File: config.mk
export PLATFORM = sky130hd
export DESIGN_NAME = rlbp_top
export DESIGN_NICKNAME = d
export VERILOG_FILES = /design/src/rtl/timing_pkg.sv /design/src/rtl/rlbp_pkg.sv /design/src/rtl/pulse_channel.sv /design/src/rtl/frame_timer.sv /design/src/rtl/rlbp_sequencer.sv /design/src/rtl/rlbp_capture.sv /design/src/rtl/rlbp_serializer.sv /design/src/rtl/rlbp_top.sv
export VERILOG_INCLUDE_DIRS = /design/src /design/src/rtl
export SDC_FILE = /design/constraint.sdc
export NUM_CORES = 1
export LEC_CHECK = 0
export BUFFER_PORTS_ARGS = -buffer_cell sky130_fd_sc_hd__buf_2
export CAP_MARGIN = 20
export CORE_MARGIN = 2
export CORE_UTILIZATION = 55
export DETAILED_ROUTE_END_ITERATION = 16
export GPL_ROUTABILITY_DRIVEN = 0
export PLACE_DENSITY_LB_ADDON = 0.1
export SYNTH_ARGS = -nofsm -noshare
export SYNTH_HDL_FRONTEND = slang
export SYNTH_HIERARCHICAL = 1
export SYNTH_SLANG_ARGS = --single-unit
File: constraint.sdc
create_clock -name clk -period 3.25 [get_ports clk]
set_clock_uncertainty 0.05 [all_clocks]
set_input_delay 0.65 -clock clk [delete_from_list [all_inputs] [get_ports clk]]
set_output_delay 0.65 -clock clk [all_outputs]
set_load 0.02 [all_outputs]
File: src/rtl/rlbp_settings.svh
// RLBP readout settings
// counter, channel and word dimensions shared by all blocks

`ifndef RLBP_SETTINGS_SVH
`define RLBP_SETTINGS_SVH

// frame counter and window bound width
`define CNT_W 12

// sensor control pulse channels
`define NUM_CHAN 7

// comparator bits captured per row
`define ROW_BITS 3

// pixel rows per RLBP word
`define NUM_ROWS 3

// total bits in one RLBP word
`define WORD_BITS 9

`endif

File: src/rtl/timing_pkg.sv
// frame timing types
// frame counts, channel vectors and channel positions

`default_nettype none

`include "rlbp_settings.svh"

package timing_pkg;

	typedef logic [`CNT_W-1:0] frame_cnt_t;

	typedef logic [`NUM_CHAN-1:0] chan_vec_t;

	// channel i bound sits at bits [i*CNT_W +: CNT_W]
	typedef logic [`NUM_CHAN*`CNT_W-1:0] chan_bounds_t;

	// positions in chan_vec_t and chan_bounds_t
	typedef enum logic [2:0] {
		vd1      = 3'd0,
		vd2      = 3'd1,
		sw1      = 3'd2,
		sw2      = 3'd3,
		sh       = 3'd4,
		sh_cmp   = 3'd5,
		sh_reset = 3'd6
	} chan_idx_e;

endpackage

`default_nettype wire

File: src/rtl/rlbp_pkg.sv
// RLBP datapath types
// captured word, row addressing and sequencer states

`default_nettype none

`include "rlbp_settings.svh"

package rlbp_pkg;

	// row 0 in the low bits, row 2 in the high bits
	typedef logic [`WORD_BITS-1:0] rlbp_word_t;

	typedef logic [$clog2(`NUM_ROWS)-1:0] row_idx_t;

	// one-hot so at most one row shifts per cycle
	typedef logic [`NUM_ROWS-1:0] row_en_t;

	// wide enough to hold WORD_BITS itself
	typedef logic [3:0] bit_idx_t;

	typedef enum logic [1:0] {
		seq_idle,
		seq_collect,
		seq_done
	} seq_state_e;

endpackage

`default_nettype wire

File: src/rtl/pulse_channel.sv
// pulse channel
// one registered window compare that drives a sensor control pulse

`timescale 1ns/100ps
`default_nettype none

module pulse_channel
	import timing_pkg::*;
(
	input  wire             clk,
	input  wire             reset,
	input  wire frame_cnt_t count_i,
	input  wire frame_cnt_t start_cnt_i,
	input  wire frame_cnt_t stop_cnt_i,
	output logic            pulse_o
);

	logic in_window;

	// start is inclusive, stop is exclusive
	assign in_window = (count_i >= start_cnt_i) && (count_i < stop_cnt_i);

	always_ff @(posedge clk or posedge reset) begin
		if (reset) begin
			pulse_o <= 1'b0;
		end else begin
			pulse_o <= in_window;
		end
	end

endmodule

`default_nettype wire

File: src/rtl/frame_timer.sv
// frame timer
// frame counter with wrap, seven control pulse windows
// and a one-cycle pixel strobe on the rising edge of sh_cmp

`timescale 1ns/100ps
`default_nettype none

`include "rlbp_settings.svh"

module frame_timer
	import timing_pkg::*;
(
	input  wire               clk,
	input  wire               reset,
	input  wire               start_i,
	input  wire frame_cnt_t   frame_len_i,
	input  wire chan_bounds_t chan_start_i,
	input  wire chan_bounds_t chan_stop_i,
	output chan_vec_t         pulses_o,
	output logic              pxl_strobe_o
);

	frame_cnt_t count_q;
	frame_cnt_t last_cnt;
	logic       sh_cmp_q;

	assign last_cnt = frame_len_i - 1'b1;

	// count held at zero while stopped
	always_ff @(posedge clk or posedge reset) begin
		if (reset) begin
			count_q <= '0;
		end else if (!start_i || count_q == last_cnt) begin
			count_q <= '0;
		end else begin
			count_q <= count_q + 1'b1;
		end
	end

	for (genvar i = 0; i < `NUM_CHAN; i++) begin : g_chan
		pulse_channel i_chan (
			.clk         (clk),
			.reset       (reset),
			.count_i     (count_q),
			.start_cnt_i (chan_start_i[i*`CNT_W +: `CNT_W]),
			.stop_cnt_i  (chan_stop_i[i*`CNT_W +: `CNT_W]),
			.pulse_o     (pulses_o[i])
		);
	end

	// sh_cmp rising edge marks a finished pixel compare
	always_ff @(posedge clk or posedge reset) begin
		if (reset) begin
			sh_cmp_q     <= 1'b0;
			pxl_strobe_o <= 1'b0;
		end else begin
			sh_cmp_q     <= pulses_o[sh_cmp];
			pxl_strobe_o <= pulses_o[sh_cmp] & ~sh_cmp_q;
		end
	end

endmodule

`default_nettype wire

File: src/rtl/rlbp_sequencer.sv
// RLBP sequencer
// counts pixel strobes into three rows of three bits,
// then starts the serializer and waits for start to drop

`timescale 1ns/100ps
`default_nettype none

`include "rlbp_settings.svh"

module rlbp_sequencer
	import rlbp_pkg::*;
(
	input  wire   clk,
	input  wire   reset,
	input  wire   start_i,
	input  wire   pxl_strobe_i,
	output row_en_t row_en_o,
	output logic  load_o,
	output logic  clear_o,
	output logic  rlbp_done_o
);

	localparam row_idx_t last_row = row_idx_t'(`NUM_ROWS - 1);
	localparam bit_idx_t last_bit = bit_idx_t'(`ROW_BITS - 1);

	seq_state_e state_q;
	seq_state_e state_d;
	row_idx_t   row_cnt;
	bit_idx_t   bit_cnt;
	logic       strobe_hit;
	logic       ninth_strobe;

	assign strobe_hit   = (state_q == seq_collect) && pxl_strobe_i;
	assign ninth_strobe = strobe_hit && (row_cnt == last_row) && (bit_cnt == last_bit);

	// capture enable in the strobe cycle itself
	assign row_en_o = strobe_hit ? (row_en_t'(1'b1) << row_cnt) : '0;

	assign rlbp_done_o = (state_q == seq_done);

	always_comb begin
		state_d = state_q;
		case (state_q)
			seq_idle: begin
				if (start_i) begin
					state_d = seq_collect;
				end
			end
			seq_collect: begin
				if (!start_i) begin
					state_d = seq_idle;
				end else if (ninth_strobe) begin
					state_d = seq_done;
				end
			end
			seq_done: begin
				if (!start_i) begin
					state_d = seq_idle;
				end
			end
			default: begin
				state_d = seq_idle;
			end
		endcase
	end

	always_ff @(posedge clk or posedge reset) begin
		if (reset) begin
			state_q <= seq_idle;
			load_o  <= 1'b0;
			clear_o <= 1'b0;
		end else begin
			state_q <= state_d;
			load_o  <= ninth_strobe;
			// falling start from any active state
			clear_o <= (state_q != seq_idle) && !start_i;
		end
	end

	// bit within the row, then row
	always_ff @(posedge clk or posedge reset) begin
		if (reset) begin
			row_cnt <= '0;
			bit_cnt <= '0;
		end else if (state_q == seq_idle) begin
			row_cnt <= '0;
			bit_cnt <= '0;
		end else if (strobe_hit) begin
			if (bit_cnt == last_bit) begin
				bit_cnt <= '0;
				row_cnt <= row_cnt + 1'b1;
			end else begin
				bit_cnt <= bit_cnt + 1'b1;
			end
		end
	end

endmodule

`default_nettype wire

File: src/rtl/rlbp_capture.sv
// RLBP capture bank
// three row shift registers fed from the comparator bit

`timescale 1ns/100ps
`default_nettype none

`include "rlbp_settings.svh"

module rlbp_capture
	import rlbp_pkg::*;
(
	input  wire          clk,
	input  wire          reset,
	input  wire          clear_i,
	input  wire row_en_t row_en_i,
	input  wire          data_i,
	output rlbp_word_t   word_o
);

	logic [`ROW_BITS-1:0] row_q [`NUM_ROWS];

	// newest bit lands in position 0
	always_ff @(posedge clk or posedge reset) begin
		if (reset) begin
			for (int r = 0; r < `NUM_ROWS; r++) begin
				row_q[r] <= '0;
			end
		end else begin
			for (int r = 0; r < `NUM_ROWS; r++) begin
				if (clear_i) begin
					row_q[r] <= '0;
				end else if (row_en_i[r]) begin
					row_q[r] <= {row_q[r][`ROW_BITS-2:0], data_i};
				end
			end
		end
	end

	// row 0 in the lowest field
	always_comb begin
		for (int r = 0; r < `NUM_ROWS; r++) begin
			word_o[r*`ROW_BITS +: `ROW_BITS] = row_q[r];
		end
	end

endmodule

`default_nettype wire

File: src/rtl/rlbp_serializer.sv
// RLBP serializer
// sends the captured word LSB first, one bit per cycle,
// then holds done until cleared

`timescale 1ns/100ps
`default_nettype none

`include "rlbp_settings.svh"

module rlbp_serializer
	import rlbp_pkg::*;
(
	input  wire             clk,
	input  wire             reset,
	input  wire             load_i,
	input  wire             clear_i,
	input  wire rlbp_word_t word_i,
	output logic            ser_bit_o,
	output logic            ser_valid_o,
	output logic            ser_done_o
);

	rlbp_word_t shift_q;
	bit_idx_t   remain_q;

	assign ser_valid_o = (remain_q != '0);
	assign ser_bit_o   = ser_valid_o & shift_q[0];

	always_ff @(posedge clk) begin
		if (load_i) begin
			shift_q <= word_i;
		end else if (ser_valid_o) begin
			shift_q <= shift_q >> 1;
		end
	end

	// bits still to send and the done flag that follows the last one
	always_ff @(posedge clk or posedge reset) begin
		if (reset) begin
			remain_q   <= '0;
			ser_done_o <= 1'b0;
		end else if (clear_i) begin
			remain_q   <= '0;
			ser_done_o <= 1'b0;
		end else if (load_i) begin
			remain_q   <= bit_idx_t'(`WORD_BITS);
			ser_done_o <= 1'b0;
		end else if (ser_valid_o) begin
			remain_q <= remain_q - 1'b1;
			if (remain_q == bit_idx_t'(1)) begin
				ser_done_o <= 1'b1;
			end
		end
	end

endmodule

`default_nettype wire

File: src/rtl/rlbp_top.sv
// RLBP readout controller top
// frame timer drives the sensor pulses and pixel strobe, the
// sequencer fills the capture bank and the serializer sends it out

`timescale 1ns/100ps
`default_nettype none

module rlbp_top
	import timing_pkg::*;
	import rlbp_pkg::*;
(
	input  wire               clk,
	input  wire               reset,
	input  wire               start_i,
	input  wire               data_i,
	input  wire frame_cnt_t   frame_len_i,
	input  wire chan_bounds_t chan_start_i,
	input  wire chan_bounds_t chan_stop_i,
	output chan_vec_t         pulses_o,
	output logic              rlbp_done_o,
	output logic              ser_bit_o,
	output logic              ser_valid_o,
	output logic              ser_done_o
);

	logic       pxl_strobe;
	row_en_t    row_en;
	logic       load;
	logic       clear;
	rlbp_word_t word;

	frame_timer i_timer (
		.clk          (clk),
		.reset        (reset),
		.start_i      (start_i),
		.frame_len_i  (frame_len_i),
		.chan_start_i (chan_start_i),
		.chan_stop_i  (chan_stop_i),
		.pulses_o     (pulses_o),
		.pxl_strobe_o (pxl_strobe)
	);

	rlbp_sequencer i_seq (
		.clk          (clk),
		.reset        (reset),
		.start_i      (start_i),
		.pxl_strobe_i (pxl_strobe),
		.row_en_o     (row_en),
		.load_o       (load),
		.clear_o      (clear),
		.rlbp_done_o  (rlbp_done_o)
	);

	// comparator bit is sampled in the strobe cycle
	rlbp_capture i_capture (
		.clk      (clk),
		.reset    (reset),
		.clear_i  (clear),
		.row_en_i (row_en),
		.data_i   (data_i),
		.word_o   (word)
	);

	rlbp_serializer i_ser (
		.clk         (clk),
		.reset       (reset),
		.load_i      (load),
		.clear_i     (clear),
		.word_i      (word),
		.ser_bit_o   (ser_bit_o),
		.ser_valid_o (ser_valid_o),
		.ser_done_o  (ser_done_o)
	);

endmodule

`default_nettype wire

==> out/metrics.yaml <==
run_status:
  status: "complete, no violations"
detailed_routing:
  firstDrtPassIters: 5
  detail-route-antenna-nets: 0
  viasPerCell: 5.27
  vias: 6183
  drcViolationCount: 0
  drt_iter0_drc: 256
  wire_per_inst_microns: 14.7
  wirelength_mm: 17.3
logic_synthesis:
  avgSynthCellArea_sq_um: 8.78
  syn_nets: 1154
  synth_edf_count: 9
  ys_seq_area_share_pct: 19.9
  ys.warnings.count: 6
  synthCells: 799
  synth_cell_type_count: 63
  synth_seq_cells: 54
  synth_top_flop_cell: "dfrtp_1"
  syn_area_sq_mm: 0.00702
  async_reset_ff_share_pct: 83.3
clock_network:
  cts_buffers: 5
  insertion_delay_ns: 0.30
  clkTransAtPathRegs_ns: 0.08
  cts-root-buf: "clkbuf_16"
  clk_path_buf_depth: 2
  cts.sinks: 54
  cts_resized: 0
  postCtsSetupRepairBufs: 0
  cts_tree: "done"
  cts_hold_buf: 0
  h-tree-depth: 2
setup_path:
  cp_max_fo: 14
  cp.arrival_ns: 2.74
  critical_path_class: "flop to flop"
  start_kind: "flop"
  critical_path_required_ns: 3.37
  crit_path_end_kind: "flop"
die:
  die_x_microns: 117
  io_pins: 195
  start_util_pct: 56.0
  die_height_microns: 117
  core_area_sq_mm: 0.0125
  fp-row-count: 41
  die_area_sq_mm: 0.0137
final_layout:
  drive_gt1_share_pct: 26.1
  area_growth_pct: 19.2
  nets: 1355
  antenna_cells: 0
timing:
  final-setup-viol-count: 0
  fin_crit_sh_pct: 80.4
  hold_violations: 0
  final.setup.tns_ns: 0
  tightest_slew_ns: 1.04
  fmax_mhz: 383
  slew_headroom_pct: 30.4
  rsz0062_at_grt: "false"
  fin_crit_ns: 2.61
  final_max_slew_viol_count: 0
place:
  dp_hpwl_mm: 14.0
  portBuffers: 194
global_routing:
  grt_pass1_vias: 6058
  grt_first_pass_wirelength_mm: 27.7
  grtUsageTotal_pct: 25.7
  grt_max_degree: 21
  antenna_found_initial: 0
  overflow: 0
pwr:
  p_total_uw: 1710
  leakage_uw: 0.00505
  vdd.ir_drop.worst_v: 0.000266
  pwr_density_cell_mw_per_mm2: 205
flow_run:
  drv_cap: 0
worst_hold_path:
  min_path_type: "input pin to async pin"
-- flip-flops by register name, indices dropped and copies added (netlist names), 2 cells and up --
name,count
i_capture/word_o,9
i_seq/bit_cnt,4
i_seq/row_cnt,2
i_seq/state_q,2
i_ser/remain_q,4
i_ser/shift_q,9
i_timer/count_q,12
i_timer/g_chan.i_chan/pulse_o,7
-- power by group --
part / leakage [uW] / switching (uW) / internal, uW
Combinational: 0.00427 / 227 / 227
Clock: 0.0000747 / 261 / 291
Sequential: 0.000702 / 19.4 / 689
Total: 0.00505 / 508 / 1210
-- cells by family (layout without fill, tap and decap cells) --
group | after synthesis | in the layout | share of synthesized area (%)
DFF | 54 | 54 | 19.9
adders and majority gates | 171 | 171 | 30.5
xor gates and xnor gates | 30 | 30 | 3.94
muxes | 18 | 18 | 2.71
AOI/OAI and AO/OA | 169 | 169 | 18.2
buffers and inverters | 207 | 409 | 11.6
and+or+nand+nor | 150 | 150 | 13.1
-- worst max-delay path, stage by stage, from the launching register on --
cell	delay, ns
dfrtp_1	0.85
inv_1	0.12
ha_1	0.33
nand2b_4	0.14
a2111oi_2	0.35
a211o_1	0.16
a31oi_1	0.13
o311a_1	0.35
-- final timing paths --
check | depth (start not counted) | start | slack (ns) | end
worst max-delay path | 7 | i_timer/count_q[0] | 0.64 | i_timer/g_chan[2].i_chan/pulse_o
worst min-delay path | 2 | reset | 0.26 | i_timer/g_chan[5].i_chan/pulse_o
worst max register to register | 7 | i_timer/count_q[0] | 0.64 | i_timer/g_chan[2].i_chan/pulse_o
worst min register to register | 0 | i_timer/g_chan[5].i_chan/pulse_o | 0.35 | i_timer/sh_cmp_q
max in group asynchronous | 2 | reset | 2.30 | i_timer/count_q[9]
min in group clk | 0 | i_timer/g_chan[5].i_chan/pulse_o | 0.35 | i_timer/sh_cmp_q
-- Yosys cell counts, types with 4 or more instances --
master | instances | area (sq um)
nor2_1 | 30 | 113
edfxtp_1 | 9 | 270
mux2i_1 | 10 | 100
ha_1 | 171 | 2140
dfrtp_1 | 45 | 1130
nand3_1 | 13 | 65.1
a211o_1 | 8 | 70.1
o211ai_1 | 7 | 52.6
a31oi_1 | 7 | 43.8
xnor2_1 | 20 | 175
clkbuf_1 | 4 | 15.0
xor2_1 | 9 | 78.8
mux2_2 | 8 | 90.1
a21oi_1 | 42 | 210
nand2b_4 | 6 | 82.6
and4_1 | 6 | 52.6
a211oi_1 | 8 | 60.1
a311oi_2 | 9 | 135
inv_1 | 195 | 732
o311a_1 | 6 | 60.1
and3_1 | 5 | 31.3
a21o_1 | 26 | 195
nor2b_1 | 16 | 100
nand4_1 | 17 | 106
a2111oi_0 | 6 | 52.6
a2111oi_2 | 8 | 120
o21ai_0 | 24 | 120
nand2_1 | 25 | 93.8
-- routing by layer --
| layer | track usage (%) | share of wire [%] | up-vias |
|---|---|---|---|
| li1 | - | - | 3192 |
| met1 | 32.5 | 44 | 2812 |
| met2 | 46.1 | 49 | 153 |
| met3 | 2.52 | 3.9 | 26 |
| met4 | 8.00 | 2.2 | 0 |
| met5 | 0 | 0 | - |
-- through the flow --
stage          hold WS (ns)  instance area [sq um]  cells  utilization, %  setup WS, ns
2_1_floorplan         0.328                   7020    799               -         0.437
3_3_place_gp          0.323                   8210   1165            65.6         0.407
6_report              0.257                   8360   1173            66.8         0.637
3_5_place_dp          0.331                   8210   1165            65.6         0.388
5_1_grt               0.269                   8360   1173            66.8         0.533
4_1_cts               0.260                   8360   1173            66.8         0.627
-- area by class of cell --
cell class,instances,area (sq um)
Tap cell,172,215
Multi-Input combinational cell,538,4810
Inverter,195,732
Clock inverter,3,23.8
Sequential cell,54,1400
Clock buffer,5,125
Fill cell,1164,4160
Timing Repair Buffer,206,1060
-- layout by cell type, fill, tap and decap left out, types with 9 or more instances in the layout --
cell type and n:
inv_1 195, buf_2 194, ha_1 171, dfrtp_1 45, a21oi_1 42, nor2_1 30, a21o_1 26, nand2_1 25
o21ai_0 24, xnor2_1 20, nand4_1 17, nor2b_1 16, nand3_1 13, buf_4 12, mux2i_1 10, xor2_1 9
edfxtp_1 9, a311oi_2 9
Power figures use the tool's default switching activity.
